`src/verilog/adapter_pkg.sv`:
```
// Shared widths, enums and packed structs for the cache-side AXI adapter.
// Covers the cache request/completion and the five AXI channels, plus the
// bundled request and response that travel between the adapter and the bus.
// Modules refer to everything here with adapter_pkg:: scoped names.

`default_nettype none

package adapter_pkg;

  // ----------------------------------------
  // widths
  // ----------------------------------------
  localparam int unsigned ADDR_W        = 32;
  localparam int unsigned DATA_W        = 64;
  localparam int unsigned ID_W          = 4;
  localparam int unsigned LINE_W        = 256;
  localparam int unsigned STRB_W        = DATA_W / 8;
  localparam int unsigned BEATS         = LINE_W / DATA_W;
  localparam int unsigned BEAT_IDX_W    = $clog2(BEATS);
  localparam int unsigned LINE_OFFSET_W = $clog2(LINE_W / 8);
  // AXI size code for a full data-width beat
  localparam int unsigned FULL_SIZE     = $clog2(STRB_W);

  typedef enum logic {
    SINGLE_REQ = 1'b0,
    LINE_REQ   = 1'b1
  } req_type_e;

  typedef enum logic [1:0] {
    FIXED = 2'b00,
    INCR  = 2'b01,
    WRAP  = 2'b10
  } axi_burst_e;

  // ----------------------------------------
  // cache side
  // ----------------------------------------
  typedef struct packed {
    req_type_e                            req_type;
    logic                                 we;
    logic [ADDR_W-1:0]                    addr;
    logic [BEATS-1:0][DATA_W-1:0]         wdata;
    logic [BEATS-1:0][STRB_W-1:0]         be;
    logic [1:0]                           size;
    logic [ID_W-1:0]                      id;
  } cache_req_t;

  typedef struct packed {
    logic                                 valid;
    logic [BEATS-1:0][DATA_W-1:0]         rdata;
    logic [ID_W-1:0]                      id;
    logic [DATA_W-1:0]                    critical_word;
    logic                                 critical_valid;
  } cache_rsp_t;

  // ----------------------------------------
  // AXI channels
  // ----------------------------------------
  typedef struct packed {
    logic [ADDR_W-1:0] addr;
    logic [7:0]        len;
    logic [2:0]        size;
    axi_burst_e        burst;
    logic [ID_W-1:0]   id;
  } axi_ax_t;

  typedef struct packed {
    logic [DATA_W-1:0] data;
    logic [STRB_W-1:0] strb;
    logic              last;
  } axi_w_t;

  typedef struct packed {
    logic [DATA_W-1:0] data;
    logic [ID_W-1:0]   id;
    logic [1:0]        resp;
    logic              last;
  } axi_r_t;

  typedef struct packed {
    logic [ID_W-1:0] id;
    logic [1:0]      resp;
  } axi_b_t;

  typedef struct packed {
    axi_ax_t aw;
    logic    aw_valid;
    axi_w_t  w;
    logic    w_valid;
    logic    b_ready;
    axi_ax_t ar;
    logic    ar_valid;
    logic    r_ready;
  } axi_req_t;

  typedef struct packed {
    logic   aw_ready;
    logic   ar_ready;
    logic   w_ready;
    axi_r_t r;
    logic   r_valid;
    axi_b_t b;
    logic   b_valid;
  } axi_rsp_t;

  // address phase for AR and AW, line requests start at the line base
  function automatic axi_ax_t make_ax(cache_req_t req);
    axi_ax_t ax;
    ax.addr  = req.addr;
    ax.len   = 8'd0;
    ax.size  = {1'b0, req.size};
    ax.burst = INCR;
    ax.id    = req.id;
    if (req.req_type == LINE_REQ) begin
      ax.addr[LINE_OFFSET_W-1:0] = '0;
      ax.len  = 8'(BEATS - 1);
      ax.size = 3'(FULL_SIZE);
    end
    return ax;
  endfunction

endpackage

`default_nettype wire
```
`src/verilog/axi_adapter_top.sv`:
```
// Top level of the cache-side AXI adapter. Connects the request dispatcher
// to the read and write engines and gathers their bus fields into the
// single AXI request bundle.

`default_nettype none

module axi_adapter_top (
  input  logic                    clk_i,
  input  logic                    rst_ni,
  input  logic                    req_i,
  input  adapter_pkg::cache_req_t req_data_i,
  output logic                    gnt_o,
  output adapter_pkg::cache_rsp_t rsp_o,
  output logic                    busy_o,
  output adapter_pkg::axi_req_t   axi_req_o,
  input  adapter_pkg::axi_rsp_t   axi_rsp_i
);

  logic                         rd_start;
  logic                         wr_start;
  logic                         rd_accept;
  logic                         wr_accept;
  logic                         rd_done;
  logic                         wr_done;
  adapter_pkg::cache_rsp_t      rd_rsp;
  logic [adapter_pkg::ID_W-1:0] wr_id;
  adapter_pkg::axi_ax_t         ar;
  adapter_pkg::axi_ax_t         aw;
  adapter_pkg::axi_w_t          w;
  logic                         ar_valid;
  logic                         aw_valid;
  logic                         w_valid;
  logic                         r_ready;
  logic                         b_ready;

  // read and write fields are disjoint
  assign axi_req_o = '{
    aw:       aw,
    aw_valid: aw_valid,
    w:        w,
    w_valid:  w_valid,
    b_ready:  b_ready,
    ar:       ar,
    ar_valid: ar_valid,
    r_ready:  r_ready
  };

  req_dispatch u_dispatch (
    .clk_i       (clk_i),
    .rst_ni      (rst_ni),
    .req_i       (req_i),
    .req_data_i  (req_data_i),
    .gnt_o       (gnt_o),
    .rsp_o       (rsp_o),
    .busy_o      (busy_o),
    .rd_start_o  (rd_start),
    .wr_start_o  (wr_start),
    .rd_accept_i (rd_accept),
    .wr_accept_i (wr_accept),
    .rd_done_i   (rd_done),
    .wr_done_i   (wr_done),
    .rd_rsp_i    (rd_rsp),
    .wr_id_i     (wr_id)
  );

  axi_read_engine u_read (
    .clk_i      (clk_i),
    .rst_ni     (rst_ni),
    .start_i    (rd_start),
    .req_data_i (req_data_i),
    .accept_o   (rd_accept),
    .done_o     (rd_done),
    .rsp_o      (rd_rsp),
    .ar_o       (ar),
    .ar_valid_o (ar_valid),
    .ar_ready_i (axi_rsp_i.ar_ready),
    .r_i        (axi_rsp_i.r),
    .r_valid_i  (axi_rsp_i.r_valid),
    .r_ready_o  (r_ready)
  );

  axi_write_engine u_write (
    .clk_i      (clk_i),
    .rst_ni     (rst_ni),
    .start_i    (wr_start),
    .req_data_i (req_data_i),
    .accept_o   (wr_accept),
    .done_o     (wr_done),
    .id_o       (wr_id),
    .aw_o       (aw),
    .aw_valid_o (aw_valid),
    .aw_ready_i (axi_rsp_i.aw_ready),
    .w_o        (w),
    .w_valid_o  (w_valid),
    .w_ready_i  (axi_rsp_i.w_ready),
    .b_i        (axi_rsp_i.b),
    .b_valid_i  (axi_rsp_i.b_valid),
    .b_ready_o  (b_ready)
  );

endmodule

`default_nettype wire

```
`src/verilog/req_dispatch.sv`:
```
// Front end toward the data cache. Hands each request to the read or the
// write engine, one transaction at a time, and turns the engines' accept
// and done pulses into the grant, the completion and the busy flag.

`default_nettype none

module req_dispatch (
  input  logic                         clk_i,
  input  logic                         rst_ni,
  input  logic                         req_i,
  input  adapter_pkg::cache_req_t      req_data_i,
  output logic                         gnt_o,
  output adapter_pkg::cache_rsp_t      rsp_o,
  output logic                         busy_o,
  output logic                         rd_start_o,
  output logic                         wr_start_o,
  input  logic                         rd_accept_i,
  input  logic                         wr_accept_i,
  input  logic                         rd_done_i,
  input  logic                         wr_done_i,
  input  adapter_pkg::cache_rsp_t      rd_rsp_i,
  input  logic [adapter_pkg::ID_W-1:0] wr_id_i
);

  typedef enum logic [1:0] {
    IDLE,
    READING,
    WRITING
  } state_e;

  state_e state_q, state_d;

  logic                    granted_q;
  logic                    sel_wr;
  adapter_pkg::cache_rsp_t wr_rsp;

  // engines only start from idle, so one transaction is in flight
  assign rd_start_o = (state_q == IDLE) && req_i && !req_data_i.we;
  assign wr_start_o = (state_q == IDLE) && req_i && req_data_i.we;

  // engine that owns the request from its start cycle on
  assign sel_wr = (state_q == WRITING) || ((state_q == IDLE) && req_data_i.we);
  assign gnt_o  = sel_wr ? wr_accept_i : rd_accept_i;

  // a write completion carries only the id
  always_comb begin
    wr_rsp       = '0;
    wr_rsp.valid = wr_done_i;
    wr_rsp.id    = wr_id_i;
    rsp_o        = (state_q == WRITING) ? wr_rsp : rd_rsp_i;
  end

  always_comb begin
    state_d = state_q;
    unique case (state_q)
      IDLE: begin
        if (rd_start_o) begin
          state_d = READING;
        end else if (wr_start_o) begin
          state_d = WRITING;
        end
      end
      READING: begin
        if (rd_done_i) begin
          state_d = IDLE;
        end
      end
      WRITING: begin
        if (wr_done_i) begin
          state_d = IDLE;
        end
      end
      default: state_d = IDLE;
    endcase
  end

  always_ff @(posedge clk_i or negedge rst_ni) begin
    if (!rst_ni) begin
      state_q   <= IDLE;
      granted_q <= 1'b0;
    end else begin
      state_q <= state_d;
      if (rsp_o.valid) begin
        granted_q <= 1'b0;
      end else if (gnt_o) begin
        granted_q <= 1'b1;
      end
    end
  end

  // busy covers the span from the cycle after grant to the completion
  assign busy_o = granted_q && (state_q != IDLE);

  // a done pulse only comes from the engine that owns the transaction
  assert property (@(posedge clk_i) disable iff (!rst_ni)
    !(rd_done_i && (state_q != READING)) && !(wr_done_i && (state_q != WRITING)))
    else $error("engine finished while another engine owned the transaction");

endmodule

`default_nettype wire

```
`src/verilog/axi_write_engine.sv`:
```
// Write side of the adapter. Drives AW and W for a single write or a line
// burst, with the two channels free to finish in either order, then waits
// for the B response. The accept pulse marks the end of the data phase and
// the done pulse carries the B id back to the dispatcher.

`default_nettype none

module axi_write_engine (
  input  logic                         clk_i,
  input  logic                         rst_ni,
  input  logic                         start_i,
  input  adapter_pkg::cache_req_t      req_data_i,
  output logic                         accept_o,
  output logic                         done_o,
  output logic [adapter_pkg::ID_W-1:0] id_o,
  output adapter_pkg::axi_ax_t         aw_o,
  output logic                         aw_valid_o,
  input  logic                         aw_ready_i,
  output adapter_pkg::axi_w_t          w_o,
  output logic                         w_valid_o,
  input  logic                         w_ready_i,
  input  adapter_pkg::axi_b_t          b_i,
  input  logic                         b_valid_i,
  output logic                         b_ready_o
);

  typedef enum logic [2:0] {
    IDLE,
    WAIT_AW_W,
    WAIT_AW,
    WAIT_W,
    WAIT_B
  } state_e;

  state_e state_q, state_d;

  logic [adapter_pkg::BEAT_IDX_W-1:0] cnt_q;
  logic [adapter_pkg::BEAT_IDX_W-1:0] last_idx;
  logic [adapter_pkg::BEAT_IDX_W-1:0] beat_idx;
  logic                               is_line;
  logic                               starting;
  logic                               aw_pend;
  logic                               w_pend;
  logic                               aw_fire;
  logic                               w_fire;
  logic                               w_last_fire;
  logic                               aw_left;
  logic                               w_left;

  // the cache holds the request until accept, so it can be read directly
  assign is_line  = (req_data_i.req_type == adapter_pkg::LINE_REQ);
  assign last_idx = is_line ? adapter_pkg::BEAT_IDX_W'(adapter_pkg::BEATS - 1) : '0;
  assign beat_idx = is_line ? cnt_q : '0;
  assign starting = (state_q == IDLE) && start_i;

  // ----------------------------------------
  // channel bookkeeping
  // ----------------------------------------
  assign aw_pend = starting || (state_q == WAIT_AW_W) || (state_q == WAIT_AW);
  assign w_pend  = starting || (state_q == WAIT_AW_W) || (state_q == WAIT_W);

  assign aw_valid_o  = aw_pend;
  assign w_valid_o   = w_pend;
  assign aw_fire     = aw_valid_o && aw_ready_i;
  assign w_fire      = w_valid_o && w_ready_i;
  assign w_last_fire = w_fire && w_o.last;

  // what is still outstanding after this cycle
  assign aw_left = aw_pend && !aw_fire;
  assign w_left  = w_pend && !w_last_fire;

  assign accept_o = (aw_pend || w_pend) && !aw_left && !w_left;

  assign aw_o = adapter_pkg::make_ax(req_data_i);

  always_comb begin
    w_o.data = req_data_i.wdata[beat_idx];
    w_o.strb = req_data_i.be[beat_idx];
    w_o.last = (cnt_q == last_idx);
  end

  // response phase
  assign b_ready_o = (state_q == WAIT_B);
  assign done_o    = b_valid_i && b_ready_o;
  assign id_o      = b_i.id;

  always_comb begin
    state_d = state_q;
    if (aw_pend || w_pend) begin
      unique case ({aw_left, w_left})
        2'b11:   state_d = WAIT_AW_W;
        2'b10:   state_d = WAIT_AW;
        2'b01:   state_d = WAIT_W;
        default: state_d = WAIT_B;
      endcase
    end else if (done_o) begin
      state_d = IDLE;
    end
  end

  always_ff @(posedge clk_i or negedge rst_ni) begin
    if (!rst_ni) begin
      state_q <= IDLE;
      cnt_q   <= '0;
    end else begin
      state_q <= state_d;
      // counter is back at zero for the next request
      if (w_last_fire) begin
        cnt_q <= '0;
      end else if (w_fire) begin
        cnt_q <= cnt_q + 1'b1;
      end
    end
  end

  // W is only raised while a beat of the held request is still to be sent
  assert property (@(posedge clk_i) disable iff (!rst_ni)
    w_valid_o |-> (cnt_q <= last_idx))
    else $error("w_valid raised after all beats were sent");

endmodule

`default_nettype wire

```
`src/verilog/axi_read_engine.sv`:
```
// Read side of the adapter. Issues one AR per request, gathers the R beats
// into a line buffer and flags the beat that holds the requested word.
// The completion follows one cycle after the beat with last set.

`default_nettype none

module axi_read_engine (
  input  logic                    clk_i,
  input  logic                    rst_ni,
  input  logic                    start_i,
  input  adapter_pkg::cache_req_t req_data_i,
  output logic                    accept_o,
  output logic                    done_o,
  output adapter_pkg::cache_rsp_t rsp_o,
  output adapter_pkg::axi_ax_t    ar_o,
  output logic                    ar_valid_o,
  input  logic                    ar_ready_i,
  input  adapter_pkg::axi_r_t     r_i,
  input  logic                    r_valid_i,
  output logic                    r_ready_o
);

  typedef enum logic [1:0] {
    IDLE,
    WAIT_AR,
    WAIT_R,
    COMPLETE
  } state_e;

  state_e state_q, state_d;

  logic [adapter_pkg::BEAT_IDX_W-1:0] cnt_q;
  logic [adapter_pkg::BEAT_IDX_W-1:0] crit_idx_q;
  logic [adapter_pkg::BEAT_IDX_W-1:0] last_idx;
  logic [adapter_pkg::BEAT_IDX_W-1:0] beat_idx;
  logic                               is_line_q;
  logic [adapter_pkg::ID_W-1:0]       id_q;
  logic [adapter_pkg::BEATS-1:0][adapter_pkg::DATA_W-1:0] line_q;
  logic                               r_fire;
  logic                               crit_hit;

  // ----------------------------------------
  // bus handshakes
  // ----------------------------------------
  // address phase comes straight from the held cache request
  assign ar_o       = adapter_pkg::make_ax(req_data_i);
  assign ar_valid_o = ((state_q == IDLE) && start_i) || (state_q == WAIT_AR);
  assign accept_o   = ar_valid_o && ar_ready_i;
  assign r_ready_o  = (state_q == WAIT_R);
  assign r_fire     = r_valid_i && r_ready_o;

  // single reads land in word 0
  assign last_idx = is_line_q ? adapter_pkg::BEAT_IDX_W'(adapter_pkg::BEATS - 1) : '0;
  assign beat_idx = is_line_q ? cnt_q : '0;
  assign crit_hit = !is_line_q || (cnt_q == crit_idx_q);

  always_comb begin
    state_d = state_q;
    unique case (state_q)
      IDLE: begin
        if (start_i) begin
          state_d = ar_ready_i ? WAIT_R : WAIT_AR;
        end
      end
      WAIT_AR: begin
        if (ar_ready_i) begin
          state_d = WAIT_R;
        end
      end
      WAIT_R: begin
        if (r_fire && r_i.last) begin
          state_d = COMPLETE;
        end
      end
      default: state_d = IDLE;
    endcase
  end

  always_ff @(posedge clk_i or negedge rst_ni) begin
    if (!rst_ni) begin
      state_q    <= IDLE;
      cnt_q      <= '0;
      is_line_q  <= 1'b0;
      crit_idx_q <= '0;
    end else begin
      state_q <= state_d;
      if (accept_o) begin
        cnt_q      <= '0;
        is_line_q  <= (req_data_i.req_type == adapter_pkg::LINE_REQ);
        crit_idx_q <= req_data_i.addr[adapter_pkg::LINE_OFFSET_W-1 -: adapter_pkg::BEAT_IDX_W];
      end else if (r_fire) begin
        cnt_q <= cnt_q + 1'b1;
      end
    end
  end

  // line buffer and returned id
  always_ff @(posedge clk_i) begin
    if (r_fire) begin
      line_q[beat_idx] <= r_i.data;
      if (r_i.last) begin
        id_q <= r_i.id;
      end
    end
  end

  // ----------------------------------------
  // completion toward the cache
  // ----------------------------------------
  assign done_o = (state_q == COMPLETE);

  always_comb begin
    rsp_o.valid          = done_o;
    rsp_o.rdata          = line_q;
    rsp_o.id             = id_q;
    rsp_o.critical_word  = r_i.data;
    rsp_o.critical_valid = r_fire && crit_hit;
  end

  // AR must stay up with a fixed payload until the slave takes it
  assert property (@(posedge clk_i) disable iff (!rst_ni)
    ar_valid_o && !ar_ready_i |=> ar_valid_o && $stable(ar_o))
    else $error("ar_valid dropped or ar payload changed before ar_ready");

  // the slave must close the burst exactly at the requested length
  assert property (@(posedge clk_i) disable iff (!rst_ni)
    r_fire |-> (r_i.last == (cnt_q == last_idx)))
    else $error("r last does not match the burst length");

endmodule

`default_nettype wire

```
`config.mk`:
```
export PLATFORM = sky130hd
export DESIGN_NAME = axi_adapter_top
export DESIGN_NICKNAME = d
export VERILOG_FILES = /design/src/verilog/adapter_pkg.sv /design/src/verilog/axi_adapter_top.sv /design/src/verilog/req_dispatch.sv /design/src/verilog/axi_write_engine.sv /design/src/verilog/axi_read_engine.sv
export SDC_FILE = /design/constraint.sdc
export NUM_CORES = 1
export LEC_CHECK = 0
export BUFFER_PORTS_ARGS = -buffer_cell sky130_fd_sc_hd__buf_2
export CAP_MARGIN = 0
export CORE_AREA = 2 2 362 364
export DETAILED_ROUTE_END_ITERATION = 10
export DIE_AREA = 0 0 364 366
export SYNTH_ARGS = -nofsm -noshare
export SYNTH_HDL_FRONTEND = slang
export SYNTH_SLANG_ARGS = --single-unit
```
`constraint.sdc`:
```
create_clock -name clk_i -period 11.72 [get_ports clk_i]
set_input_delay 2.344 -clock clk_i [delete_from_list [all_inputs] [get_ports clk_i]]
set_output_delay 2.344 -clock clk_i [all_outputs]
set_load 0.02 [all_outputs]
```
Word level (Yosys, flattened, before mapping). Cells that the tools add are included.

Bits in registers: 275. Bits in latches: 0. Bits in writable memories: 0. ROM bits: 0. Input bits: 413. Output and inout bits: 504. Logic and storage cells: 114. Memories kept: 0.

Add/sub/neg operators: 2. $mul: 0. Divide/modulo/power cells: 0. Order comparisons: 3. Equal/unequal tests: 20. Shift-type cells: 0. Muxes and demuxes: 32. Bitwise logic cells: 0. Reductions and logical operators: 44.

Operators by type and width (count): $mux W326 (1); $bwmux W256 (1); $bmux W64 S2 (1); $demux W64 S2 (1); $mux W64 (2); $mux W2 (15); $logic_and A1 B1 Y1 (20); $bmux W8 S2 (1); $mux W16 (1); $pmux W2 S3 (2); $eq A2 B2 Y1 const B (5); $reduce_bool A2 Y1 (5); $pmux W3 S3 (1); $mux W8 (1); $logic_or A1 B1 Y1 (7); $eq A2 B1 Y1 const B (3); $eq A3 B2 Y1 const B (2); $logic_not A1 Y1 (6); $lt A2 B3 Y1 const B (2); $mux W3 (2); $ne A2 B2 Y1 const B (3); $reduce_and A3 Y1 (2); $add A2 B1 Y2 const B (2); $eq A2 B2 Y1 (2); other kinds (9) (13).

Longest topological paths before layout. Gate-level depths: netlist of run 1.

Depth in word-level cells: 15. Depth in mapped cells: 8. Mapped depth without buffers: 7.

Modules after synthesis. A second synthesis of run 1 with hierarchy kept.

Cells, all modules: 996. Area total of the unflattened synthesis: 14183.6 µm².

By module, submodules not included: axi_read_engine (instances 1, cells each 425, area each 9147.5 µm², sequential area each 7982.7 µm²); axi_write_engine (instances 1, cells each 187, area each 2578.7 µm², sequential area each 125.1 µm²); req_dispatch (instances 1, cells each 379, area each 2419.8 µm², sequential area each 75.1 µm²); axi_adapter_top (instances 1, cells each 5, area each 37.5 µm², sequential area each 0.0 µm²).

Least setup slack after synthesis of run 1. No wires, ideal clock.

Path kind: input port to output port. Start point: input req_data_i[327] (netlist name). End point: output axi_req_o[100] (netlist name). Arrival time: 3.675 ns. Required time: 9.376 ns. Setup slack: 5.701 ns. Stages: 4. Path buffers: 2. Cell sequence: ha_1 -> clkbuf_1 -> buf_2 -> mux4_2.

RTL lines: from (decl) (RTL line axi_adapter_top.sv:11) `input adapter_pkg::cache_req_t req_data_i,`; to (decl) (RTL line axi_adapter_top.sv:15) `output adapter_pkg::axi_req_t axi_req_o,`.

==> results.py, run 1 <==
metrics = {
    "synthesis": {
        "ys.flop_type": "edfxtp_1",
        "netlist.area_leader.share": 0.579,
        "yosys_warnings": 0,
        "async_flop_share": 0.0545,
        "synth_common_cells": "and2_1 (322), edfxtp_1 (260), buf_4 (96)",
        "syn_avg_cell_area_sq_um": 14.5,
        "synth_area_leaders": "edfxtp_1 (58%), and2_1 (15%), mux4_2 (12%)",
        "syn_inst": 928,
        "syn_area_sq_um": 13500,
        "yosysTopAreaCell": "edfxtp_1",
        "ys_seq_area_frac": 0.607,
        "synth_cell_types": 42,
        "ys_ff_latch": 275,
        "yosysMostFrequentCell": "and2_1",
        "synth_edf_count": 260,
    },
    "detailed_routing": {
        "postRouteAntennaNets": 0,
        "via_count": 11100,
        "drtPass1Iterations": 5,
        "drc": 0,
        "routed_wl_mm": 94.4,
        "drt_iter0_drc": 733,
        "via_per_inst": 3.24,
        "wl_per_cell_um": 27.5,
    },
    "grt": {
        "grt_usage": 0.136,
        "antenna_found_initial": 160,
        "grt-ovfl-total": 0,
        "grt_pass1_vias": 10600,
        "grt_max_degree": 252,
        "grt_pass1_wl_mm": 115,
    },
    "power_and_ir_drop": {
        "powerDensity_nw_per_um2": 213,
        "ir_worst_vdd_v": 0.000145,
        "p_seq_frac": 0.283,
        "p_clk_frac": 0.255,
        "p_switching_mw": 1.80,
        "power_frac_comb": 0.462,
        "p_sw_frac": 0.421,
        "p_leak_nw": 7.97,
        "power.internal_mw": 2.48,
    },
    "sta": {
        "tightest_slew_ns": 1.13,
        "setup_viol": 0,
        "period_share": 0.627,
        "finClkSkew_ns": 0.0199,
        "finalMaxSlewViolations": 0,
        "period_needed_ns": 7.35,
        "rsz0062_at_grt": "no",
        "setup_tns_ns": 0,
        "final-hold-violation-count": 0,
        "setup_ws_ns": 4.37,
        "maxSlewHeadroom": 0.247,
        "timing.fmax_ghz": 0.136,
    },
    "die": {
        "core_area_sq_um": 129000,
        "start_util": 0.105,
        "num_io_pins": 917,
        "row_count": 132,
        "dieHeight_um": 366,
        "dieWidth_um": 364,
        "die_area_sq_um": 133000,
    },
    "setup_path": {
        "required_ns": 9.38,
        "crit_chain": "buf_2 > buf_4 > ha_4 > buf_4 > mux4_2 > buf_2",
        "critPathKind": "in2out",
        "critPathLaunchType": "input port",
        "cp_slowest_cell": "buf_4",
        "end_kind": "primary output",
        "slowest_delay_ns": 0.78,
        "crit_arrival_ns": 5.01,
        "cp_max_fo": 45,
        "reg2reg_depth": 5,
    },
    "clocking": {
        "cts.sinks": 275,
        "numCtsBuffers": 35,
        "clk_pin_slew_ns": 0.05,
        "cts_root_buf": "clkbuf_16",
        "cts.htree.levels": 2,
        "clock_latency_ns": 0.58,
        "cts_tree": "done",
        "cts-resized-gates": 0,
        "clockBufferDepth": 3,
        "post_cts.repair.setup_buffers": 0,
        "hold_buffers": 0,
    },
    "place": {
        "gp_congestion": 0.885,
        "detailed_place_hpwl_mm": 81.2,
        "dp_slack_ns": 4.30,
        "numPortBuffers": 801,
    },
    "cells_and_area": {
        "area_delta_synth_final_pct": 49.2,
        "drive_above_1_share": 0.573,
        "nets": 2061,
    },
    "run": {
        "drv_cap": 0,
    },
    "hold_path": {
        "hp-class": "reg2reg",
        "min_delay_path_depth": 1,
    },
    "run_status": {
        "status": "finished, final reports clean",
    },
}
-- per-stage QoR --
stage	power (mW)	area, sq um	cells	utilization	hold WS [ns]
CTS	4.37	20100	3409	0.156	0.534
floorplan	2.49	13500	944	-	0.490
detailed placement	3.23	18900	3345	0.147	0.522
finish	4.28	20100	3428	0.156	0.539
global placement	3.22	18900	3345	0.147	0.516
global route	4.52	20100	3417	0.156	0.557
-- path summary, 6_finish.rpt --
check,startpoint,endpoint,slack (ns)
setup / recovery,req_data_i[327],axi_req_o[58],4.37
hold / removal,u_read.crit_idx_q[0],u_read.crit_idx_q[0],0.54
setup reg to reg,u_read.state_q[0],u_read.rsp_o[71],8.77
hold reg to reg,u_read.crit_idx_q[0],u_read.crit_idx_q[0],0.54
max in group asynchronous,rst_ni,u_write.state_q[2],9.63
min in group asynchronous,rst_ni,u_read.is_line_q,1.75
-- flip-flops by register name, indices dropped and copies added, names as in the netlist --
| name | flops |
|---|---|
| u_dispatch.granted_q | 1 |
| u_read.crit_idx_q | 2 |
| u_read.id_q | 4 |
| u_read.cnt_q | 2 |
| u_read.is_line_q | 1 |
| u_read.rsp_o | 256 |
| u_read.state_q | 2 |
| u_write.state_q | 3 |
| u_write.cnt_q | 2 |
| u_dispatch.state_q | 2 |
-- layer usage --
metal | vias up | routed length, um | global-route usage | share of wire
met2 | 934 | 48500 | 0.254 | 0.51
met4 | 22 | 3490 | 0.0342 | 0.037
li1 | 4660 | - | - | -
met1 | 5167 | 32400 | 0.141 | 0.34
met3 | 327 | 9600 | 0.0506 | 0.10
met5 | - | 428 | 0 | 0.0045
-- critical path, delay by kind of cell --
family	cells	cell delay (ns)
buffers and inverters	4	1.30
multiplexers	1	0.65
adder cells (fa/ha/maj)	1	0.63
-- kinds of logic after synthesis --
| group | after synthesis | synth area share |
|---|---|---|
| xor+xnor | 4 | 0.00260 |
| simple gates | 371 | 0.169 |
| compound gates | 29 | 0.0147 |
| flops | 275 | 0.607 |
| mux | 80 | 0.127 |
| fa+ha+maj | 8 | 0.00742 |
| buf+inv | 159 | 0.0718 |
| other cells | 2 | 0.000557 |
-- final cells by class --
| cell class | count | area, sq um |
|---|---|---|
| fill | 14500 | 109000 |
| tap | 1742 | 2180 |
| clock inverter | 25 | 231 |
| antenna | 19 | 47.5 |
| timing repair buffer | 810 | 4090 |
| multi-input combinational | 510 | 4450 |
| clock buffer | 39 | 912 |
| inverter | 8 | 30.0 |
| sequential | 275 | 8180 |
-- placed cells by master, fill, tap and decap left out, drive strengths merged, types with 2 or more instances in the layout --
master,instances
buf,810
and2,322
edfxtp,260
mux4,72
clkbuf,39
diode,19
conb,18
dfrtp,15
nor2,14
clkinv,14
inv,13
nand2,11
a21oi,11
mux2,8
ha,8
nor2b,6
o21ai,5
nand3,3
nand2b,3
clkinvlp,3
bufinv,3
xnor2,2
o21a,2
o21bai,2
xor2,2
or2,2
and3,2
-- power groups by stage --
stage	Sequential (mW)	Clock [mW]	Combinational, mW
finish	1.21	1.09	1.98
CTS	1.21	1.15	2.01
global placement	1.23	0	2.00
global route	1.22	1.17	2.12
detailed placement	1.23	0	2.00
floorplan	1.21	0	1.28
Note: power is estimated with default switching activity, not from simulation.
==> inputs of run 2 (changes only) <==
--- a/config.mk
+++ b/config.mk
@@ -7,9 +7,9 @@
 export LEC_CHECK = 0
 export BUFFER_PORTS_ARGS = -buffer_cell sky130_fd_sc_hd__buf_2
 export CAP_MARGIN = 0
-export CORE_AREA = 2 2 362 364
+export CORE_AREA = 2 2 357 359
 export DETAILED_ROUTE_END_ITERATION = 10
-export DIE_AREA = 0 0 364 366
+export DIE_AREA = 0 0 359 361
 export SYNTH_ARGS = -nofsm -noshare
 export SYNTH_HDL_FRONTEND = slang
 export SYNTH_SLANG_ARGS = --single-unit
==> constraint.sdc (replaced) <==
create_clock -name clk_i -period 6.9 [get_ports clk_i]
set_input_delay 1.38 -clock clk_i [delete_from_list [all_inputs] [get_ports clk_i]]
set_output_delay 1.38 -clock clk_i [all_outputs]
set_load 0.02 [all_outputs]
==> run 2 against run 1 <==
Final area down 0.86%. Clock power up 55%. Final cell count down 2.5%. Power up 64%. Non-clock buffer count up 2. Die area down 2.7%. Combinational power up 67%. Clock skew down 0.0037 ns. Critical endpoint is now axi_req_o[107].
==> results.py, run 2 (synthesized netlist as in run 1, its figures left out) <==
metrics = {
    "sta": {
        "period_needed_ns": 5.01,
        "finalMaxSlewViolations": 0,
        "maxSlewHeadroom": 0.275,
        "setup_viol": 0,
        "period_share": 0.727,
        "setup_tns_ns": 0,
        "final-hold-violation-count": 0,
        "tightest_slew_ns": 1.09,
        "rsz0062_at_grt": "no",
        "timing.fmax_ghz": 0.199,
        "setup_ws_ns": 1.89,
        "finClkSkew_ns": 0.0162,
    },
    "clocking": {
        "clock_latency_ns": 0.61,
        "clockBufferDepth": 3,
        "cts-resized-gates": 0,
        "hold_buffers": 0,
        "cts_root_buf": "clkbuf_16",
        "cts.sinks": 275,
        "clk_pin_slew_ns": 0.06,
        "post_cts.repair.setup_buffers": 0,
        "numCtsBuffers": 31,
        "cts_tree": "done",
        "cts.htree.levels": 1,
    },
    "setup_path": {
        "cp_common_cell": "buf_2",
        "startpoint": "req_data_i[327]",
        "cp_max_fo": 40,
        "end_kind": "primary output",
        "r2r_end": "u_read.rsp_o[199]",
        "reg2reg_depth": 7,
        "crit_chain": "buf_2 > ha_4 > buf_12 > mux4_2 > buf_2",
        "slowest_delay_ns": 0.65,
        "rrSetupSlack_ns": 3.96,
        "critPathLaunchType": "input port",
        "regToRegStartpoint": "u_read.state_q[0]",
        "critPathCapture": "axi_req_o[107]",
        "crit_arrival_ns": 3.63,
        "required_ns": 5.52,
        "critPathKind": "in2out",
        "cp_slowest_cell": "ha_4",
    },
    "grt": {
        "grt_pass1_wl_mm": 115,
        "grt_usage": 0.136,
        "grt-ovfl-total": 0,
        "grt_pass1_vias": 11000,
        "grt_max_degree": 162,
        "antenna_found_initial": 156,
    },
    "cells_and_area": {
        "drive_above_1_share": 0.571,
        "mostFrequentLayoutCells": "buf_2 (801), and2_1 (322), edfxtp_1 (260), mux4_2 (72), clkbuf_16 (31)",
        "nets": 2059,
        "largest_register_ff_count": 256,
        "stdcell_count": 3344,
        "area_delta_synth_final_pct": 47.9,
        "layout_commonest_cell": "buf_2",
    },
    "power_and_ir_drop": {
        "ir_worst_vdd_v": 0.000253,
        "powerDensity_nw_per_um2": 353,
        "p_leak_nw": 7.92,
        "finalPower_mw": 7.04,
    },
    "run_status": {
        "status": "finished, final reports clean",
    },
    "die": {
        "core_area_sq_um": 125000,
        "start_util": 0.108,
        "row_count": 130,
        "dieWidth_um": 359,
        "dieHeight_um": 361,
        "num_io_pins": 917,
        "die_area_sq_um": 130000,
    },
    "detailed_routing": {
        "wl_per_cell_um": 27.4,
        "drc": 0,
        "drtPass1Iterations": 5,
        "postRouteAntennaNets": 0,
        "drt_iter0_drc": 736,
        "routed_wl_mm": 91.7,
        "via_per_inst": 3.37,
        "via_count": 11300,
    },
    "run": {
        "drv_cap": 0,
    },
    "hold_path": {
        "hp-class": "reg2reg",
        "min_delay_path_depth": 1,
    },
    "place": {
        "place_inst": 3255,
        "numPortBuffers": 801,
        "gp_congestion": 0.904,
        "dp_slack_ns": 1.83,
        "detailed_place_hpwl_mm": 80.2,
    },
}
[run 2: cell count changes in the layout (fill, tap and decap cells not counted), sizes merged]
cell      change
bufinv        +1
clkbuf        -1
clkinv        -4
clkinvlp      -2
inv           -2
buf           +2
diode        +14
[run 2: per-layer routing]
layer / share of wire / routed length (um) / global-route usage / up-vias
met1: 0.36 / 32600 / 0.145 / 5335
met4: 0.053 / 4870 / 0.0533 / 6
met3: 0.084 / 7740 / 0.0395 / 325
met5: 0.00045 / 41 / 0 / -
met2: 0.51 / 46500 / 0.251 / 937
li1: - / - / - / 4656
[run 2: where the power goes]
group | internal, mW | switching (mW)
logic | 1.17 | 2.13
clock network | 0.978 | 0.708
registers | 1.97 | 0.0816
[run 2: per-stage QoR]
| step | utilization | instance area [sq um] | hold slack, ns |
|---|---|---|---|
| detailed placement | 0.150 | 18800 | 0.517 |
| CTS | 0.158 | 19900 | 0.532 |
| global route | 0.159 | 19900 | 0.534 |
| finish | 0.159 | 20000 | 0.532 |
| global placement | 0.150 | 18800 | 0.516 |
| floorplan | - | 13500 | 0.490 |
[run 2: worst min-delay path by stage]
stage | start | end
final | u_read.crit_idx_q[0] | u_read.crit_idx_q[0]
after global routing | u_read.crit_idx_q[0] | u_read.crit_idx_q[0]
after CTS | u_read.crit_idx_q[0] | u_read.crit_idx_q[0]
after detailed placement | u_read.crit_idx_q[0] | u_read.crit_idx_q[0]
after global placement | u_read.crit_idx_q[1] | u_read.crit_idx_q[1]
after floorplan | u_write.cnt_q[1] | u_write.cnt_q[1]
[run 2: layout make-up]
cell class / count / area, sq um
antenna: 33 / 82.6
inverter: 8 / 30.0
tap: 1650 / 2060
clock inverter: 18 / 221
fill: 14100 / 105000
clock buffer: 38 / 802
timing repair buffer: 812 / 4120
sequential: 275 / 8180
multi-input combinational: 510 / 4450
[run 2: worst max-delay path, delay by kind of cell]
family,cells,cell delay (ns)
fa+ha+maj,1,0.65
buf+inv,3,0.91
mux,1,0.62
